===== src/verilog/soc_pkg.sv =====
////////////////////////////////////////////////////////////
// System package for the Wishbone bus system
// Bus widths, default memory map and timer register map
////////////////////////////////////////////////////////////
package soc_pkg;

   ////////////////////////////////////////////////////////////
   // Bus widths
   parameter int ADDR_W = 32;                 // Byte address
   parameter int DATA_W = 32;                 // One bus word
   parameter int SEL_W  = DATA_W / 8;         // Byte lanes

   ////////////////////////////////////////////////////////////
   // Default memory map, base/mask pairs
   // Memory window, 2 KB at the bottom of the map
   parameter logic [ADDR_W-1:0] SRAM_BASE_DEF  = 32'h0000_0000;
   parameter logic [ADDR_W-1:0] SRAM_MASK_DEF  = 32'hFFFF_F800;
   // Timer window, 64 bytes in the peripheral space
   parameter logic [ADDR_W-1:0] TIMER_BASE_DEF = 32'h4000_0400;
   parameter logic [ADDR_W-1:0] TIMER_MASK_DEF = 32'hFFFF_FFC0;

   ////////////////////////////////////////////////////////////
   // Timer register word offsets
   parameter logic [3:0] TMR_CTRL_OFS     = 4'd0;   // [0] enable, [1] irq enable
   parameter logic [3:0] TMR_PRESCALE_OFS = 4'd1;   // Advance every prescale+1 cycles
   parameter logic [3:0] TMR_COUNT_OFS    = 4'd2;   // Current count, read/write
   parameter logic [3:0] TMR_COMPARE_OFS  = 4'd3;   // Wrap value
   parameter logic [3:0] TMR_STATUS_OFS   = 4'd4;   // [0] pending, write 1 to clear

   // Byte lane merge of a write into an existing word
   // Lanes without a select bit keep the old byte
   function automatic logic [DATA_W-1:0] wr_merge(
      input logic [DATA_W-1:0] old_d,
      input logic [DATA_W-1:0] new_d,
      input logic [SEL_W-1:0]  sel
   );
      logic [DATA_W-1:0] res;
      res = old_d;
      for (int b = 0; b < SEL_W; b++) begin
         if (sel[b]) begin
            res[8*b +: 8] = new_d[8*b +: 8];  // Selected lane takes new byte
         end
      end
      return res;
   endfunction

endpackage

===== src/verilog/wb_addr_decoder.sv =====
`timescale 1ns/1ps
////////////////////////////////////////////////////////////
// Wishbone address decoder for one master, two slaves
// Base/mask select, response mux and error on unmapped
////////////////////////////////////////////////////////////
module wb_addr_decoder #(
   parameter logic [soc_pkg::ADDR_W-1:0] SRAM_BASE  = soc_pkg::SRAM_BASE_DEF,
   parameter logic [soc_pkg::ADDR_W-1:0] SRAM_MASK  = soc_pkg::SRAM_MASK_DEF,
   parameter logic [soc_pkg::ADDR_W-1:0] TIMER_BASE = soc_pkg::TIMER_BASE_DEF,
   parameter logic [soc_pkg::ADDR_W-1:0] TIMER_MASK = soc_pkg::TIMER_MASK_DEF
) (
   input  logic                       hclk_i,
   input  logic                       reset_i,
   // Master side
   input  logic                       wb_cyc_i,
   input  logic                       wb_stb_i,
   input  logic [soc_pkg::ADDR_W-1:0] wb_adr_i,
   output logic [soc_pkg::DATA_W-1:0] wb_dat_o,
   output logic                       wb_ack_o,
   output logic                       wb_err_o,
   // Slave side
   output logic                       sram_stb_o,
   output logic                       timer_stb_o,
   input  logic [soc_pkg::DATA_W-1:0] sram_dat_i,
   input  logic                       sram_ack_i,
   input  logic [soc_pkg::DATA_W-1:0] timer_dat_i,
   input  logic                       timer_ack_i
);

   logic req;          // Active request cycle
   logic sram_hit;
   logic timer_hit;
   logic miss;         // Address in no window
   logic sram_sel_q;   // Registered choice for the response mux
   logic timer_sel_q;
   logic err_q;

   ////////////////////////////////////////////////////////////
   // Window compare
   assign req       = wb_cyc_i & wb_stb_i;
   assign sram_hit  = (wb_adr_i & SRAM_MASK) == (SRAM_BASE & SRAM_MASK);
   assign timer_hit = ((wb_adr_i & TIMER_MASK) == (TIMER_BASE & TIMER_MASK))
                      & ~sram_hit;                   // Memory wins on overlap
   assign miss      = ~sram_hit & ~timer_hit;

   assign sram_stb_o  = wb_stb_i & sram_hit;         // Private strobes
   assign timer_stb_o = wb_stb_i & timer_hit;

   // Selection and error slave, one cycle like the real slaves
   always_ff @(posedge hclk_i) begin
      if (reset_i) begin
         sram_sel_q  <= 1'b0;
         timer_sel_q <= 1'b0;
         err_q       <= 1'b0;
      end else begin
         if (req) begin
            sram_sel_q  <= sram_hit;
            timer_sel_q <= timer_hit;
         end
         err_q <= req & miss & ~err_q;               // Drops after one cycle
      end
   end

   ////////////////////////////////////////////////////////////
   // Response mux
   always_comb begin
      wb_dat_o = '0;
      if (sram_sel_q) begin
         wb_dat_o = sram_dat_i;
      end else if (timer_sel_q) begin
         wb_dat_o = timer_dat_i;
      end
   end

   assign wb_ack_o = (sram_sel_q & sram_ack_i) | (timer_sel_q & timer_ack_i);
   assign wb_err_o = err_q;

   // Raw slave acks and decoder err must stay exclusive
   a_ack_err_excl: assert property (@(posedge hclk_i) disable iff (reset_i)
      !(wb_err_o && (sram_ack_i || timer_ack_i)))
      else $error("slave ack together with decoder err");

endmodule


===== config.mk =====
export PLATFORM = sky130hd
export DESIGN_NAME = wb_addr_decoder
export DESIGN_NICKNAME = d
export VERILOG_FILES = /design/src/verilog/soc_pkg.sv /design/src/verilog/wb_addr_decoder.sv
export SDC_FILE = /design/constraint.sdc
export NUM_CORES = 1
export LEC_CHECK = 0
export BUFFER_PORTS_ARGS = -buffer_cell sky130_fd_sc_hd__buf_2
export CAP_MARGIN = 10
export CORE_MARGIN = 1.5
export CORE_UTILIZATION = 20
export DETAILED_ROUTE_END_ITERATION = 8
export GPL_TIMING_DRIVEN = 0
export PLACE_DENSITY = 0.87
export SLEW_MARGIN = 20
export SYNTH_ARGS = -nofsm -noshare
export SYNTH_HDL_FRONTEND = slang
export SYNTH_SLANG_ARGS = --single-unit

===== constraint.sdc =====
create_clock -name hclk_i -period 1.3 [get_ports hclk_i]
set_input_delay 0.13 -clock hclk_i [delete_from_list [all_inputs] [get_ports hclk_i]]
set_output_delay 0.13 -clock hclk_i [all_outputs]
set_load 0.03 [all_outputs]

Yosys cells after proc, flatten, opt, wreduce, memory -nomap -nowiden
Cells that the tools add are included.
Widths: inputs -> output; s select.
{ "word_totals": {"reg_bits": 3, "wordCells": 20, "output_inout_bits": 36} }
{ "classes": {"mux": 2, "bitwise_logic": 13, "n_reduce_logical": 1, "eq_ne": 1} }
{ "op_table": {"columns": ["operator", "count"], "rows": [
  ["$mux 32", 2],
  ["$logic_not 32->1", 1],
  ["$eq 26x25->1 const B", 1],
  ["$and 1x1->1", 9],
  ["$not 1->1", 3],
  ["$or 1x1->1", 1]
]} }

Depth between registers and ports, before layout
{ "depth": {"word_depth": 7, "mapped_depth": 5} }

Least setup slack after synthesis
Ideal clock, no wire load.
{ "synth_timing": {"path_kind": "input-to-output", "startpoint": "input wb_adr_i[14] in the netlist's numbering", "endpoint": "output sram_stb_o", "path_buffers": 0, "arrival_ns": 1.640, "path_slack_ns": -0.470, "cell_stages": 4, "path_cell_list": "or4_1 nor2_4 nand3_2 nor3b_1"} }
{ "synth_via": {"elab_chain_cells": 2} }
{ "synth_rtl": {"columns": ["element", "line", "rtl"], "rows": [
  ["from (decl)", "wb_addr_decoder.sv:17", "input logic [soc_pkg::ADDR_W-1:0] wb_adr_i,"],
  ["$logic_not 32->1", "wb_addr_decoder.sv:41", "assign sram_hit = (wb_adr_i & SRAM_MASK) == (SRAM_BASE & SRAM_MASK);"],
  ["$and 1x1->1", "wb_addr_decoder.sv:46", "assign sram_stb_o = wb_stb_i & sram_hit;"],
  ["to (decl)", "wb_addr_decoder.sv:22", "output logic sram_stb_o,"]
]} }
Every way passes these cells.

Final worst setup path
{ "layout_timing": {"startpoint": "input wb_adr_i[25] in the netlist's numbering", "endpoint": "output timer_stb_o"} }
{ "layout_via": {"elab_chain_cells": 4} }
{ "layout_rtl": {"columns": ["element", "line", "rtl"], "rows": [
  ["$logic_not 32->1", "wb_addr_decoder.sv:41", null],
  ["$not 1->1", "wb_addr_decoder.sv:43", "& ~sram_hit;"],
  ["$and 1x1->1 (*)", "wb_addr_decoder.sv:43", null],
  ["$and 1x1->1 (*)", "wb_addr_decoder.sv:47", "assign timer_stb_o = wb_stb_i & timer_hit;"],
  ["to (decl)", "wb_addr_decoder.sv:23", "output logic timer_stb_o,"]
]} }
Every way passes the cells marked *; elsewhere a longest branch is shown, timed or not.

==> flow_metrics.env <==
export IMPL_grt_setup_unrepaired="yes"
export IMPL_synth_cell_type_count=20
export IMPL_ys_ff_latch=3
export IMPL_dp_cells=229
export IMPL_port_buffers=131
export IMPL_drive_above_1_share_pct=93.4
export IMPL_gp_congestion=0.757
export IMPL_setup_tns_ns=-3.62
export IMPL_gr_usage_met3_pct=5.30
export IMPL_synth_area_um2=577
export IMPL_cp_slowest_cell="or4_4"
export IMPL_die_h_um=56.7
export IMPL_cp_start_kind="primary input"
export IMPL_relSlewSlack_pct=76.1
export IMPL_routed_wl_um=4230
export IMPL_grt_pass1_vias=1317
export IMPL_max_freq_mhz=660
export IMPL_finalWorstSetupSlack_ns=-0.216
export IMPL_drv_cap=0
export IMPL_fp_dieW_um=56.7
export IMPL_synth_area_leaders="a22o_1 (50%), dfxtp_1 (10%), or4_4 (5.9%), clkbuf_1 (5.2%), nor2_4 (3.9%)"
export IMPL_slowest_delay_ns=0.53
export IMPL_post_drt_wl_per_cell_um=17.5
export IMPL_r2r_slack_ns=0.37
export IMPL_firstDrtPassIters=4
export IMPL_crit_arrival_ns=1.39
export IMPL_fillerInstances=200
export IMPL_setup_viol=32
export IMPL_yosysSeqAreaShare_pct=10.4
export IMPL_leakagePower_nw=1.08
export IMPL_top_usage_layer="met2"
export IMPL_ctsHoldBuffers=0
export IMPL_power_density_nw_per_um2=231
export IMPL_clk_pin_slew_ns=0.04
export IMPL_whs_ns=0.114
export IMPL_critPathKind="primary input to primary output"
export IMPL_vias_per_cell=5.03
export IMPL_hpwl_um=2620
export IMPL_drtIter0Drc=51
export IMPL_syn_nets=169
export IMPL_row_count=19
export IMPL_grt_use_met2_pct=50.7
export IMPL_min_path_type="primary input to flip-flop"
export IMPL_min_period_over_period_pct=117
export IMPL_syn_area_per_cell_um2=8.61
export IMPL_antenna_found_initial=0
export IMPL_grt_ovfl_total=0
export IMPL_cp_cell_sequence="buf_6 -> or4_4 -> nor2_4 -> and3_4 -> and3_4 -> buf_6"
export IMPL_yosysWarnings=0
export IMPL_htreeDepth=1
export IMPL_cp_max_fo=3
export IMPL_stdcell_count=242
export IMPL_tightest_slew_ns=0.349
export IMPL_synth_top_area_share_pct=50.1
export IMPL_start_util_pct=20.9
export IMPL_clk_latency_ns=0.22
export IMPL_crit_path_end_kind="primary output"
export IMPL_grt_max_degree=11
export IMPL_cts_tree="yes"
export IMPL_numCtsBuffers=3
export IMPL_drv_slew=0
export IMPL_clock_skew_ns=0
export IMPL_drc_errors=0
export IMPL_root_buffer="clkbuf_4"
export IMPL_met1_usage_pct=20.3
export IMPL_hold_viol=0
export IMPL_ant_nets=0
export IMPL_ios=138
export IMPL_outcome="finished with violations"
export IMPL_yosysTopAreaCell="a22o_1"
export IMPL_required_ns=1.17
export IMPL_cts_num_sinks=3
export IMPL_die_area_um2=3220
export IMPL_min_period_ns=1.52
export IMPL_syn_inst=67
export IMPL_num_nets_final=314
export IMPL_grt_pass1_wl_um=5980
export IMPL_antenna_cells=0
export IMPL_clockBufferDepth=2
export IMPL_grt_use_total_pct=23.5
export IMPL_violations="setup timing"
export IMPL_num_vias=1217
export IMPL_area_growth_pct=240
export IMPL_max_vdd_ir_drop_uv=595
export IMPL_coreArea_um2=2760
[registers in the layout (all words and copies together), names as in the netlist]
signal and flops:
timer_sel_q 1, wb_err_o 1, sram_sel_q 1
[through the flow]
step | util [%] | cell area (µm²) | setup slack [ns] | total power, mW
after floorplan | - | 638 | -0.0966 | 0.114
after global placement | 48.3 | 1330 | -0.295 | 0.260
after detailed placement | 48.3 | 1330 | -0.293 | 0.264
after CTS | 64.7 | 1780 | -0.222 | 0.434
after global routing | 71.1 | 1960 | -0.247 | 0.486
final | 71.1 | 1960 | -0.216 | 0.454
[cells in the final DEF, fill, tap and decap left out, types with 2 or more instances in the layout]
cell type | synthesis | final
a22o_1 | 33 | 3
a22o_2 | 0 | 5
a22o_4 | 0 | 25
and3_4 | 0 | 2
buf_2 | 0 | 94
buf_4 | 0 | 7
buf_6 | 0 | 39
buf_8 | 0 | 7
clkbuf_4 | 0 | 3
nand2_1 | 2 | 2
nor2_4 | 2 | 2
or4_4 | 3 | 4
[layer usage]
| layer | vias up | wire length, µm |
|---|---|---|
| met5 | - | 0 |
| met4 | 0 | 129 |
| met3 | 10 | 230 |
| met2 | 61 | 2630 |
| met1 | 569 | 1240 |
| li1 | 577 | - |
[synth_stat cells]
cell type / count
a2111oi_0: 1
a21oi_1: 1
a22o_1: 33
and3_1: 3
clkbuf_1: 8
dfxtp_1: 3
nand2_1: 2
nand3_2: 1
nand3b_1: 1
nand4_1: 1
nor2_4: 2
nor2b_1: 1
nor3b_1: 1
nor3b_2: 1
nor4_2: 1
o21ai_0: 1
o41ai_2: 1
or4_1: 1
or4_4: 3
or4b_1: 1
[repair_timing]
item                                    4_1_cts  5_1_grt
pin swaps                                     3        3
endpoints found under the setup margin       35       34
gates cloned                                  3        0
setup buffers                                 6        2
gates resized for setup                      98       35
[path summary, 6_finish.rpt]
path | startpoint | end | depth (start not counted)
min reg2reg | wb_err_o$_SDFF_PP0_ | wb_err_o$_SDFF_PP0_ | 1
max reg2reg | sram_sel_q$_SDFFE_PP0P_ | sram_sel_q$_SDFFE_PP0P_ | 4
min | reset_i | timer_sel_q$_SDFFE_PP0P_ | 2
max | wb_adr_i[25] | timer_stb_o | 6
[where the power goes]
group / total, mW / internal, mW / switching, mW
clock: 0.160 / 0.115 / 0.0448
sequential: 0.0923 / 0.0917 / 0.000552
combinational: 0.202 / 0.118 / 0.0838
total: 0.454 / 0.325 / 0.129
[logic make-up after synthesis]
logic type / after synthesis / share of synthesized area, %
simple gates: 19 / 28.2
compound gates: 37 / 56.2
buf+inv: 8 / 5.21
flops: 3 / 10.4
[cell type report]
cell class	count	area, µm²	share of cell area, %
repair buffers	142	1010	51.5
clock buffers	4	26.3	1.34
multi-input cells	56	744	37.9
plain buffers	6	76.3	3.89
well taps	31	38.8	1.98
flip-flops and latches	3	65.1	3.32
[critical path: cells and delay by family]
| family | cells | cell delay [ns] |
|---|---|---|
| simple gates | 4 | 1.04 |
| buf+inv | 2 | 0.21 |
Power figures use the tool's default switching activity.
