## src/verilog/soc_pkg.sv

```systemverilog
////////////////////////////////////////////////////////////
// System package for the Wishbone bus system
// Bus widths, default memory map and timer register map
////////////////////////////////////////////////////////////
package soc_pkg;

   ////////////////////////////////////////////////////////////
   // Bus widths
   parameter int ADDR_W = 32;                 // Byte address
   parameter int DATA_W = 32;                 // One bus word
   parameter int SEL_W  = DATA_W / 8;         // Byte lanes

   ////////////////////////////////////////////////////////////
   // Default memory map, base/mask pairs
   // Memory window, 2 KB at the bottom of the map
   parameter logic [ADDR_W-1:0] SRAM_BASE_DEF  = 32'h0000_0000;
   parameter logic [ADDR_W-1:0] SRAM_MASK_DEF  = 32'hFFFF_F800;
   // Timer window, 64 bytes in the peripheral space
   parameter logic [ADDR_W-1:0] TIMER_BASE_DEF = 32'h4000_0400;
   parameter logic [ADDR_W-1:0] TIMER_MASK_DEF = 32'hFFFF_FFC0;

   ////////////////////////////////////////////////////////////
   // Timer register word offsets
   parameter logic [3:0] TMR_CTRL_OFS     = 4'd0;   // [0] enable, [1] irq enable
   parameter logic [3:0] TMR_PRESCALE_OFS = 4'd1;   // Advance every prescale+1 cycles
   parameter logic [3:0] TMR_COUNT_OFS    = 4'd2;   // Current count, read/write
   parameter logic [3:0] TMR_COMPARE_OFS  = 4'd3;   // Wrap value
   parameter logic [3:0] TMR_STATUS_OFS   = 4'd4;   // [0] pending, write 1 to clear

   // Byte lane merge of a write into an existing word
   // Lanes without a select bit keep the old byte
   function automatic logic [DATA_W-1:0] wr_merge(
      input logic [DATA_W-1:0] old_d,
      input logic [DATA_W-1:0] new_d,
      input logic [SEL_W-1:0]  sel
   );
      logic [DATA_W-1:0] res;
      res = old_d;
      for (int b = 0; b < SEL_W; b++) begin
         if (sel[b]) begin
            res[8*b +: 8] = new_d[8*b +: 8];  // Selected lane takes new byte
         end
      end
      return res;
   endfunction

endpackage
```

## src/verilog/wb_timer.sv

```systemverilog
`timescale 1ns/1ps
////////////////////////////////////////////////////////////
// Wishbone compare timer
// Prescaled counter, compare match, pending flag and irq
////////////////////////////////////////////////////////////
module wb_timer (
   input  logic                       hclk_i,
   input  logic                       reset_i,
   input  logic                       cyc_i,
   input  logic                       stb_i,
   input  logic                       we_i,
   input  logic [soc_pkg::ADDR_W-1:0] adr_i,
   input  logic [soc_pkg::DATA_W-1:0] dat_i,
   input  logic [soc_pkg::SEL_W-1:0]  sel_i,
   output logic [soc_pkg::DATA_W-1:0] dat_o,
   output logic                       ack_o,
   output logic                       irq_o
);

   logic [3:0]                 ofs;          // Register word offset
   logic                       access;
   logic                       wr;
   logic                       ack_q;
   logic [soc_pkg::DATA_W-1:0] dat_q;
   logic [soc_pkg::DATA_W-1:0] rd_data;

   // Register file
   logic [1:0]                 ctrl_q;       // [0] enable, [1] irq enable
   logic [soc_pkg::DATA_W-1:0] prescale_q;
   logic [soc_pkg::DATA_W-1:0] count_q;
   logic [soc_pkg::DATA_W-1:0] compare_q;
   logic                       pending_q;    // Status bit 0
   logic [soc_pkg::DATA_W-1:0] psc_cnt_q;    // Prescale divider
   logic                       irq_q;

   logic tick;                               // Count advance
   logic match;                              // Count reached compare at an advance
   logic clr_pending;

   assign ofs    = adr_i[5:2];
   assign access = cyc_i & stb_i & ~ack_q;
   assign wr     = access & we_i;

   assign tick        = ctrl_q[0] & (psc_cnt_q == prescale_q);
   assign match       = tick & (count_q == compare_q);
   assign clr_pending = wr & (ofs == soc_pkg::TMR_STATUS_OFS) & sel_i[0] & dat_i[0];

   ////////////////////////////////////////////////////////////
   // Counter and registers
   always_ff @(posedge hclk_i) begin
      if (reset_i) begin
         ctrl_q     <= '0;
         prescale_q <= '0;
         count_q    <= '0;
         compare_q  <= '0;
         pending_q  <= 1'b0;
         psc_cnt_q  <= '0;
         irq_q      <= 1'b0;
         ack_q      <= 1'b0;
      end else begin
         // Divider restarts on each advance and while disabled
         if (!ctrl_q[0] || tick) begin
            psc_cnt_q <= '0;
         end else begin
            psc_cnt_q <= psc_cnt_q + 1'b1;
         end

         if (match) begin
            count_q <= '0;                   // Wrap at compare
         end else if (tick) begin
            count_q <= count_q + 1'b1;
         end

         // Bus writes, taken at the acknowledging edge and over the counter
         if (wr) begin
            case (ofs)
               soc_pkg::TMR_CTRL_OFS: begin
                  if (sel_i[0]) begin
                     ctrl_q <= dat_i[1:0];
                  end
               end
               soc_pkg::TMR_PRESCALE_OFS:
                  prescale_q <= soc_pkg::wr_merge(prescale_q, dat_i, sel_i);
               soc_pkg::TMR_COUNT_OFS:
                  count_q <= soc_pkg::wr_merge(count_q, dat_i, sel_i);
               soc_pkg::TMR_COMPARE_OFS:
                  compare_q <= soc_pkg::wr_merge(compare_q, dat_i, sel_i);
               default: ;                    // Status handled below, rest ignored
            endcase
         end

         // Pending: a match in the same cycle beats the clear
         if (match) begin
            pending_q <= 1'b1;
         end else if (clr_pending) begin
            pending_q <= 1'b0;
         end

         irq_q <= pending_q & ctrl_q[1];     // Registered interrupt
         ack_q <= access;
      end
   end

   ////////////////////////////////////////////////////////////
   // Read mux, registered with the ack
   always_comb begin
      rd_data = '0;
      case (ofs)
         soc_pkg::TMR_CTRL_OFS:     rd_data[1:0] = ctrl_q;
         soc_pkg::TMR_PRESCALE_OFS: rd_data      = prescale_q;
         soc_pkg::TMR_COUNT_OFS:    rd_data      = count_q;
         soc_pkg::TMR_COMPARE_OFS:  rd_data      = compare_q;
         soc_pkg::TMR_STATUS_OFS:   rd_data[0]   = pending_q;
         default:                   rd_data      = '0;   // Unused offsets
      endcase
   end

   always_ff @(posedge hclk_i) begin
      if (access) begin
         dat_q <= rd_data;
      end
   end

   assign dat_o = dat_q;
   assign ack_o = ack_q;
   assign irq_o = irq_q;

   // irq only with interrupt enable set the cycle before
   a_irq_enabled: assert property (@(posedge hclk_i) disable iff (reset_i)
      irq_q |-> $past(ctrl_q[1]))
      else $error("timer irq without interrupt enable");

   a_ack_pulse: assert property (@(posedge hclk_i) disable iff (reset_i)
      ack_q |=> !ack_q)
      else $error("timer ack longer than one cycle");

endmodule

```

## config.mk

```make
export PLATFORM = sky130hd
export DESIGN_NAME = wb_timer
export DESIGN_NICKNAME = d
export VERILOG_FILES = /design/src/verilog/soc_pkg.sv /design/src/verilog/wb_timer.sv
export SDC_FILE = /design/constraint.sdc
export NUM_CORES = 1
export LEC_CHECK = 0
export BUFFER_PORTS_ARGS = -buffer_cell sky130_fd_sc_hd__buf_4
export CORE_MARGIN = 10
export CORE_UTILIZATION = 58
export DETAILED_ROUTE_END_ITERATION = 7
export HOLD_SLACK_MARGIN = 0.05
export PLACE_DENSITY = 0.82
export SYNTH_ARGS = -nofsm -noshare
export SYNTH_HDL_FRONTEND = slang
export SYNTH_SLANG_ARGS = --single-unit
```

## constraint.sdc

```tcl
create_clock -name hclk_i -period 4.1 [get_ports hclk_i]
set_clock_uncertainty 0.2 [all_clocks]
set_input_delay 0.41 -clock hclk_i [delete_from_list [all_inputs] [get_ports hclk_i]]
set_output_delay 0.41 -clock hclk_i [all_outputs]
set_load 0.05 [all_outputs]
```

; ---- Yosys cells after proc, flatten, opt, wreduce, memory -nomap -nowiden
; Cells that the tools add are included.
; Widths: inputs -> output; s select.
[word_totals]
word_cells = 67
output_inout_bits = 34
inputBits = 73
reg_bits = 165
[classes]
n_mux = 13
bitwise = 10
n_addsub = 2
reduce_logical = 14
n_eq_ne = 10
[ops]
columns = cell, n
row1 = $mux 32, 4
row2 = $pmux 30 s3, 1
row3 = $add 32x1->32 const B, 2
row4 = $eq 32x32->1, 2
row5 = $mux 8, 4
row6 = $reduce_and 3->1, 9
row7 = $ne 3x3->1 const B, 4
row8 = $and 1x1->1, 9
row9 = $eq 4x2->1 const B, 2
row10 = $pmux 1 s5, 1
row11 = $eq 4x1->1 const B, 1
row12 = $eq 4x3->1 const B, 1
row13 = $logic_not 4->1, 1
row14 = $pmux 1 s4, 1
row15 = $mux 1, 2
row16 = $reduce_bool 2->1, 1
row17 = $reduce_or 2->1, 1
row18 = $logic_not 1->1, 1
row19 = $logic_or 1x1->1, 1
row20 = $not 1->1, 1

; ---- Depth between registers and ports, before layout
; Gate-level depths: netlist of the first run.
[logic_depth]
depth_word = 8
mapped_depth = 10
depth_no_buf = 7

; ---- Least setup slack after synthesis of the first run
; No wires, ideal clock.
[synth_path]
path_kind = register -> register
from = reg ack_q (netlist: ack_o)
to = reg count_q[24] (netlist name)
setup_time_ns = 0.095
period_less_slack_ns = 3.301
arrival_ns = 3.006
setup_slack_ns = 0.799
stages_incl_launch_ff = 9
required_time_ns = 3.805
path_buffers = 4
path_cell_list = dfxtp_1 and3b_1 clkbuf_1 and3_1 clkbuf_1 buf_2 clkbuf_1 a31oi_1 a221oi_1
[synth_via]
elab_chain_len = 4
elab_cells_between_ends = 5
cone_classes = eq/ne (1) / mux (1) / bitwise (3)
[synth_lines]
columns = item, line
row1 = "start, declared", wb_timer.sv:23  ; logic ack_q;
row2 = "start signal, assigned", wb_timer.sv:100  ; ack_q <= access;
row3 = $not 1->1 *, wb_timer.sv:41  ; assign access = cyc_i & stb_i & ~ack_q;
row4 = $and 1x1->1 *, wb_timer.sv:41
row5 = named net access, wb_timer.sv:21  ; logic access;
row6 = $and 1x1->1 *, wb_timer.sv:42  ; assign wr = access & we_i;
row7 = $ne 3x3->1 (no line) / $mux 32 (equally long branches), -
row8 = "end signal, assigned", wb_timer.sv:71  ; count_q <= count_q + 1'b1;
row9 = "end signal, assigned", wb_timer.sv:85  ; count_q <= soc_pkg::wr_merge(count_q, dat_i, sel_i);
row10 = "end, declared", wb_timer.sv:30  ; logic [soc_pkg::DATA_W-1:0] count_q;
; Mark *: on every way through the listed nets, which the timed path passes. The rest lies on a longest branch.
; A chain may end at the register's enable or synchronous reset.

; ---- Worst setup path in the final report of the first run
[layout_path]
from = reg count_q[3] (netlist name)
to = reg count_q[25] (netlist name)
[layout_via]
elab_chain_len = 5
elab_cells_between_ends = 7
cone_classes = add/sub (1) / eq/ne (1) / mux (4) / bitwise (1)
[layout_lines]
columns = item, line
row1 = $add 32x1->32 / $eq 32x32->1 (equally long branches), "wb_timer.sv:71, wb_timer.sv:45"
row2 = $mux 32 / $and 1x1->1 (equally long branches), "wb_timer.sv:70, wb_timer.sv:45"
row3 = $mux 32 *, wb_timer.sv:68  ; if (match) begin
row4 = $mux 32, wb_timer.sv:76  ; case (ofs)
row5 = $mux 32 *, wb_timer.sv:75  ; if (wr) begin
; Mark *: on every way between the ends. The rest lies on a longest branch, timed or not.

==> results of run 1 <==
-- area by class of cell --
cell class                 count  area [sq um]
multi-input combinational    686          4290
fill                        1104          4210
sequential                   165          3620
timing repair buffer         108           843
clock buffer                  18           429
tap                          180           225
inverter                      41           154
clock inverter                14           151
-- what timing repair did --
item	CTS	global route
buffers inserted	0	0
hold endpoints to repair	17	0
gates resized for setup	0	0
hold buffers	13	0
-- power groups by stage --
stage                     logic, mW  registers, mW  clock network [mW]
after floorplan              0.0646           1.74                   0
after global placement        0.199           1.71                   0
after detailed placement      0.200           1.71                   0
after CTS                     0.211           1.67                1.60
after global routing          0.225           1.67                1.67
final                         0.217           1.67                1.60
-- synth_stat cells, types with 5 or more instances --
| cell type | count |
|---|---|
| nor2_1 | 95 |
| nand3_1 | 66 |
| or3_1 | 8 |
| and3_1 | 13 |
| nor4_2 | 5 |
| o21ai_0 | 30 |
| a222oi_1 | 30 |
| nor3_1 | 18 |
| dfxtp_1 | 133 |
| nor4_1 | 28 |
| xor2_1 | 88 |
| a211oi_1 | 10 |
| buf_2 | 6 |
| nand4_1 | 20 |
| a31oi_1 | 6 |
| edfxtp_1 | 32 |
| a21oi_1 | 63 |
| mux2i_1 | 30 |
| xnor2_1 | 10 |
| clkbuf_1 | 55 |
| nand2_1 | 96 |
| inv_1 | 41 |
| o21a_1 | 10 |
-- kinds of logic after synthesis --
family,Yosys count
AND/OR/NAND/NOR,375
AO/OA/AOI/OAI,179
flip-flops,165
buffers and inverters,106
XOR/XNOR,98
multiplexers,32
adder cells (fa/ha/maj),2
-- worst paths after layout --
check,start,end,slack (ps),cells past startpoint
hold / removal,dat_i[10],prescale_q[10],50,3
setup / recovery,count_q[3],count_q[25],960,6
hold reg to reg,psc_cnt_q[0],psc_cnt_q[0],280,1
setup reg to reg,count_q[3],count_q[25],960,6
-- registers in the layout (all words and copies together) (netlist names) --
name / count
ack_o: 1
compare_q: 32
count_q: 32
ctrl_q: 2
dat_o: 32
irq_o: 1
pending_q: 1
prescale_q: 32
psc_cnt_q: 32
-- worst min-delay path, delay by kind of cell --
kind	cells	cell delay, ps
buffers and inverters	1	100
and+or+nand+nor	1	70
muxes	1	60
-- cell usage in the layout, fill, tap and decap left out, types with 3 or more instances in the layout --
master | Yosys | routed
dfxtp_1 | 133 | 133
nand2_1 | 96 | 96
buf_4 | 0 | 95
nor2_1 | 95 | 94
xor2_1 | 88 | 88
nand3_1 | 66 | 66
a21oi_1 | 63 | 62
inv_1 | 41 | 41
edfxtp_1 | 32 | 32
a222oi_1 | 30 | 30
o21ai_0 | 30 | 30
mux2i_1 | 30 | 30
nor4_1 | 28 | 28
nand4_1 | 20 | 20
nor3_1 | 18 | 18
clkbuf_16 | 0 | 17
and3_1 | 13 | 13
dlygate4sd3_1 | 0 | 13
xnor2_1 | 10 | 10
o21a_1 | 10 | 10
a211oi_1 | 10 | 10
or3_1 | 8 | 8
a31oi_1 | 6 | 6
nor4_2 | 5 | 5
inv_6 | 0 | 5
and4_1 | 4 | 4
and2_1 | 4 | 4
a221oi_1 | 4 | 4
nand2b_1 | 4 | 4
a22o_1 | 3 | 3
a311oi_1 | 3 | 3
a21boi_0 | 3 | 3
clkinv_2 | 0 | 3
-- per-layer routing --
| metal | global-route usage [%] | vias to the layer above |
|---|---|---|
| li1 | - | 3565 |
| met1 | 34.0 | 3785 |
| met2 | 40.7 | 459 |
| met3 | 7.45 | 72 |
| met4 | 9.02 | 0 |
| met5 | 0 | - |
==> summary.txt, run 1 <==
Status
  – Status: complete, but fails checks
  – Failing checks: design-rule violations

Setup path
  – Worst-path maximum fanout: 10
  – Critical path capture point type: flip-flop
  – CP delay by family, top: simple AND/OR/NAND/NOR gates
  – CP peak stage delay: 570 ps
  – Buf+Inv Stages, Crit Path: 0
  – Setup crit start kind: flip-flop
  – Worst path slowest cell: dfxtp_1
  – Worst path required time: 4210 ps
  – Critical path arrival: 3250 ps
  – CP cell instances: nand4_1 -> nor4_2 -> nand3_2 -> nor4_2 -> nand3_1 -> a2111oi_0
  – Crit path kind: flip-flop to flip-flop
  – Most common cell on crit path: nor4_2

Synthesis
  – Cell area after synthesis: 0.00829 sq mm
  – Synthesized area per cell: 8.66 sq um
  – Yosys warns: 0
  – Seq/Total Area, Yosys: 43.7%
  – Synth area leaders: dfxtp_1 (32%), edfxtp_1 (12%), xor2_1 (9.3%), nand2_1 (4.3%), nor2_1 (4.3%)
  – Flops & latches, synth: 165
  – Post-Synthesis Cells: 957
  – Syn nets: 1032
  – Yosys top cell by area: dfxtp_1
  – Post-synthesis simple-gate area fraction: 22.2%
  – Main combinational cell family by area after synthesis: simple AND/OR/NAND/NOR gates
  – Mux contribution to synthesized area: 3.89%
  – Synth cell types: 54
  – Post-Synth Adder-Cell Area: 0.302%
  – Top FF cell, synth: dfxtp_1
  – Post-Synth XOR/XNOR Area: 10.4%
  – Number of synthesized flops with an enable pin: 32
  – Synth top area share: 32.1%
  – Synth Area in Compound Gates: 14.6%
  – Ys async rst share: 0%

Cells and area
  – Antenna fix cells: 0
  – Final core occ: 69.8%
  – Nets: 1094
  – Syn-to-layout area delta: 17.3%
  – Layout cell share with drive strength beyond 1: 14.0%
  – Final Cell Area: 0.00972 sq mm
  – Final Non-Filler Cells: 1212

Global route
  – GR Util All Layers: 26.1%
  – Grt ovf: 0
  – Initial antenna violation count: 0
  – First-pass GRT wire length: 41100 microns
  – Number of global-route vias before repair: 7278
  – Largest net degree at the start of global routing: 51

Timing
  – Max Freq: 0.318 GHz
  – Post-route setup slack: 959 ps
  – Final hold slack: 53.6 ps
  – RSZ-0062 raised after global routing: no
  – Period utilization: 76.6%
  – Final setup fails: 0
  – Period minus WS final: 3140 ps
  – Max-slew violations: 0
  – Slew of the pin with the lowest slew margin: 965 ps
  – Final Hold Viols: 0
  – Slew headroom: 35.6%
  – Total Neg Setup Slack: 0 ps

Die
  – Starting Density: 59.5%
  – Chip height: 140 microns
  – Area of the die: 0.0195 sq mm
  – Placeable Area: 0.0139 sq mm
  – Die width: 140 microns
  – Site Rows: 43
  – IO Pins: 107

Power
  – Switching Fraction: 24.5%
  – Internal power: 2.64 mW
  – Psw: 854 uW
  – Clk pwr share: 45.9%
  – Pwr Total: 3.49 mW
  – Combinational fraction of design power: 6.2%
  – VDD IR-drop max: 0.276 mV
  – Sequential share of power: 47.9%
  – Leakage power: 4.20 nW
  – Pwr/cell area: 359 mW/mm^2

Clock network
  – Clk_lat worst skew: 440 ps
  – Root Driver: clkbuf_16
  – H-tree levels: 4
  – CTS Buf Count: 17
  – CTS sink cnt: 165
  – Clk slew on worst S/H paths: 70 ps
  – CTS tree: yes
  – Clk buf depth: 2

Drt
  – WL per Instance: 21.8 microns
  – 1st-pass router iterations: 8
  – Final ANT Viol Nets: 0
  – Metal2 WL: 12200 microns
  – WL met3: 3260 microns
  – Total length of routed wires: 26400 microns
  – Vias per inst: 6.50
  – Vias: 7881
  – WL met1: 10200 microns
  – Residual DRC count: 12
  – DRT iter0 DRCs: 1467
  – Top Layer Used: met4

Run
  – Max cap viols: 0

Placement
  – PortBufs: 78
  – Gpl congestion: 0.978
  – Placed cell areas: 0.00901 sq mm
  – Placed insts: 1167
  – Pre-CTS WS: 1030 ps
  – HPWL after detailed placement: 18800 microns

Min path
  – Hold crit path type: primary input to flip-flop
(Power assumes the default switching activity.)
==> run 2: changes to the inputs <==
Settings changed: ABC_AREA set to 1, CORE_UTILIZATION 58 to 59.
Clock period 4.1 ns to 2.95 ns, I/O delays scaled along.
==> run 2 against run 1 <==
- first-iteration DRC count shrank 26%
- synthesized cell count grew 44%
- non-clock buffer count is 34 higher
- die area increased by 10%
- maximum frequency grew 16%
- the flow now finishes without violations
- clock power increased by 36%
- critical path depth increased by 8
- total power up 39%
- worst setup slack lost 710 ps
- utilization increased by 1.1 points
==> summary.txt, run 2 <==
Timing
  – Slew of the pin with the lowest slew margin: 918 ps (-48.0 ps)
  – Max-slew violations: 0 (unchanged)
  – Period minus WS final: 2700 ps (-436 ps)
  – Period utilization: 91.7% (+15 points)
  – Max Freq: 0.370 GHz (+16%)
  – Final hold slack: 152 ps (+98.7 ps)
  – Total Neg Setup Slack: 0 ps (unchanged)
  – RSZ-0062 raised after global routing: no
  – Final setup fails: 0 (unchanged)
  – Final Hold Viols: 0 (unchanged)
  – Slew headroom: 38.8% (+3.1 points)

Min path
  – Hold EP: count_q[15]
  – Hold crit path type: primary input to flip-flop
  – Hold path depth: 4 (+1)
  – Hold_sp: sel_i[1]

Clock network
  – CTS Hold Bufs: 35 (+22)
  – CTS sink cnt: 165 (unchanged)
  – CTS tree: yes
  – Clk slew on worst S/H paths: 70 ps (about the same)
  – CTS Buf Count: 17 (unchanged)
  – Root Driver: clkbuf_16
  – Post_cts resized: 0 (unchanged)
  – Clk buf depth: 2 (unchanged)
  – # Post-CTS Setup Buffers: 0 (unchanged)
  – H-tree levels: 4 (unchanged)
  – Clk_lat worst skew: 430 ps (about the same)

Power
  – Pwr Total: 4.86 mW (+39%)
  – VDD IR-drop max: 0.463 mV (+68%)
  – Pwr/cell area: 434 mW/mm^2 (+21%)
  – Leakage power: 4.44 nW (+5.7%)

Cells and area
  – Nets: 1564 (+43%)
  – Final Cell Area: 0.0112 sq mm (+15%)
  – Fillers: 1337 (+21%)
  – Final Non-Filler Cells: 1718 (+42%)
  – Layout cell share with drive strength beyond 1: 12.1% (-1.8 points)
  – Syn-to-layout area delta: 18.7%
  – Footprint of the multi-input gates: 0.00492 sq mm (+15%)
  – Sequential cell area: 0.00362 sq mm (unchanged)
  – Most frequent cells in the layout: nand2_1 (361), nor2_1 (162), inv_1 (155)
  – Most common cell after layout, fill and taps aside: nand2_1
  – Antenna fix cells: 0 (unchanged)

Synthesis
  – Top post-synthesis cells by count: nand2_1 (361), nor2_1 (162), inv_1 (155)
  – Synth area leaders: dfxtp_1 (28%), nand2_1 (14%), edfxtp_1 (10%), o21ai_0 (7.3%), nor2_1 (6.5%)
  – Top FF cell, synth: dfxtp_1
  – Yosys top cell by area: dfxtp_1
  – Synth cell types: 42 (-22%)
  – Synthesized area per cell: 6.83 sq um (-21%)
  – Ys async rst share: 0% (unchanged)
  – Number of synthesized flops with an enable pin: 32 (unchanged)
  – Synth top area share: 28.3% (-3.8 points)
  – Post-Synthesis Cells: 1379 (+44%)
  – Cell area after synthesis: 0.00942 sq mm (+14%)
  – Seq/Total Area, Yosys: 38.5% (-5.2 points)
  – Flops & latches, synth: 165 (unchanged)
  – Most frequent cell after synthesis: nand2_1
  – Syn nets: 1454 (+41%)
  – Yosys warns: 0 (unchanged)

Setup path
  – Worst R2R End: count_q[8]
  – Worst-path maximum fanout: 21 (+11)
  – Setup crit start kind: flip-flop
  – Worst reg-to-reg setup slack: 250 ps (-710 ps)
  – Worst path required time: 3120 ps (-1090 ps)
  – R2r startpoint: count_q[7]
  – R2r worst-path depth: 14 (+8)
  – Critical path arrival: 2870 ps (-380 ps)
  – Critical path capture point type: flip-flop
  – Crit path kind: flip-flop to flip-flop

Global route
  – GR Util All Layers: 27.1% (+0.92 points)
  – Largest net degree at the start of global routing: 61 (+20%)
  – Grt ovf: 0 (unchanged)
  – Number of global-route vias before repair: 8850 (+22%)
  – Initial antenna violation count: 0 (unchanged)
  – First-pass GRT wire length: 46900 microns (+14%)

Placement
  – Placed cell areas: 0.0103 sq mm (+14%)
  – Gpl congestion: 1.00 (+2.5%)
  – Placed insts: 1651 (+41%)
  – HPWL after detailed placement: 22000 microns (+17%)
  – PortBufs: 78 (unchanged)

Drt
  – DRT iter0 DRCs: 1087 (-26%)
  – Vias per inst: 5.68 (-13%)
  – Total length of routed wires: 29600 microns (+12%)
  – Residual DRC count: 0 (-12)
  – Final ANT Viol Nets: 0 (unchanged)
  – Vias: 9757 (+24%)
  – 1st-pass router iterations: 7 (-1)
  – WL per Instance: 17.2 microns (-21%)

Die
  – Die width: 146 microns (+4.9%)
  – Area of the die: 0.0214 sq mm (+10%)
  – IO Pins: 107 (unchanged)
  – Starting Density: 59.7% (+0.22 points)
  – Site Rows: 46 (+7.0%)
  – Chip height: 146 microns (+4.9%)
  – Placeable Area: 0.0158 sq mm (+13%)

Status
  – Status: complete, no violations

Run
  – Max cap viols: 0 (unchanged)
[run 2: worst max-delay path, stage by stage, from the launching register on]
cell     delay, ps
dfxtp_1        330
inv_1          130
or2_2          310
nand3_1         90
nor2_1          40
nand2_1         60
nor2_1          40
nand2_1        100
nor2_4          60
nor2_2         690
buf_4          330
nand2_1         60
nand2_1         50
nand2_1         40
nor2_1          90
[run 2: layer usage]
metal / vias to the layer above / share of wire [%] / global-route usage [%]
met5: - / 0 / 0
met2: 568 / 44 / 41.1
met3: 73 / 12 / 6.52
met4: 0 / 3.0 / 9.81
li1: 4694 / - / -
met1: 4422 / 41 / 36.6
[run 2: worst max path at each step]
stage	cells after the start	from	end	slack, ps
after global placement	15	psc_cnt_q[20]	count_q[8]	390
final	14	count_q[7]	count_q[8]	250
after CTS	15	psc_cnt_q[23]	count_q[8]	320
after detailed placement	13	count_q[1]	count_q[8]	340
after global routing	15	psc_cnt_q[9]	count_q[8]	30
after floorplan	9	ack_o	prescale_q[1]	60
[run 2: power by group]
group / switching, mW / internal [mW]
Sequential: 0.0131 / 2.32
Clock: 0.983 / 1.18
Combinational: 0.233 / 0.131
[run 2: through the flow]
stage | setup slack (ps) | util, %
finish | 245 | 70.9
global route | 30.1 | 70.9
CTS | 318 | 70.9
detailed placement | 342 | 65.1
global placement | 391 | 65.1
floorplan | 55.3 | -
[run 2: cells by family after synthesis]
logic type      count (synthesis)  synth area share [%]
simple gates                  667                  29.9
compound gates                253                  15.1
buf+inv                       218                  9.42
flops                         165                  38.5
xor+xnor                       74                  6.88
fa+ha+maj                       2                 0.266
[run 2: final cells by class]
type	instances	share of cell area, %
Clock buffer	17	3.80
Clock inverter	15	1.31
Inverter	167	5.66
Multi-Input combinational cell	996	44.0
Sequential cell	165	32.4
Tap cell	216	2.42
Timing Repair Buffer	142	10.4
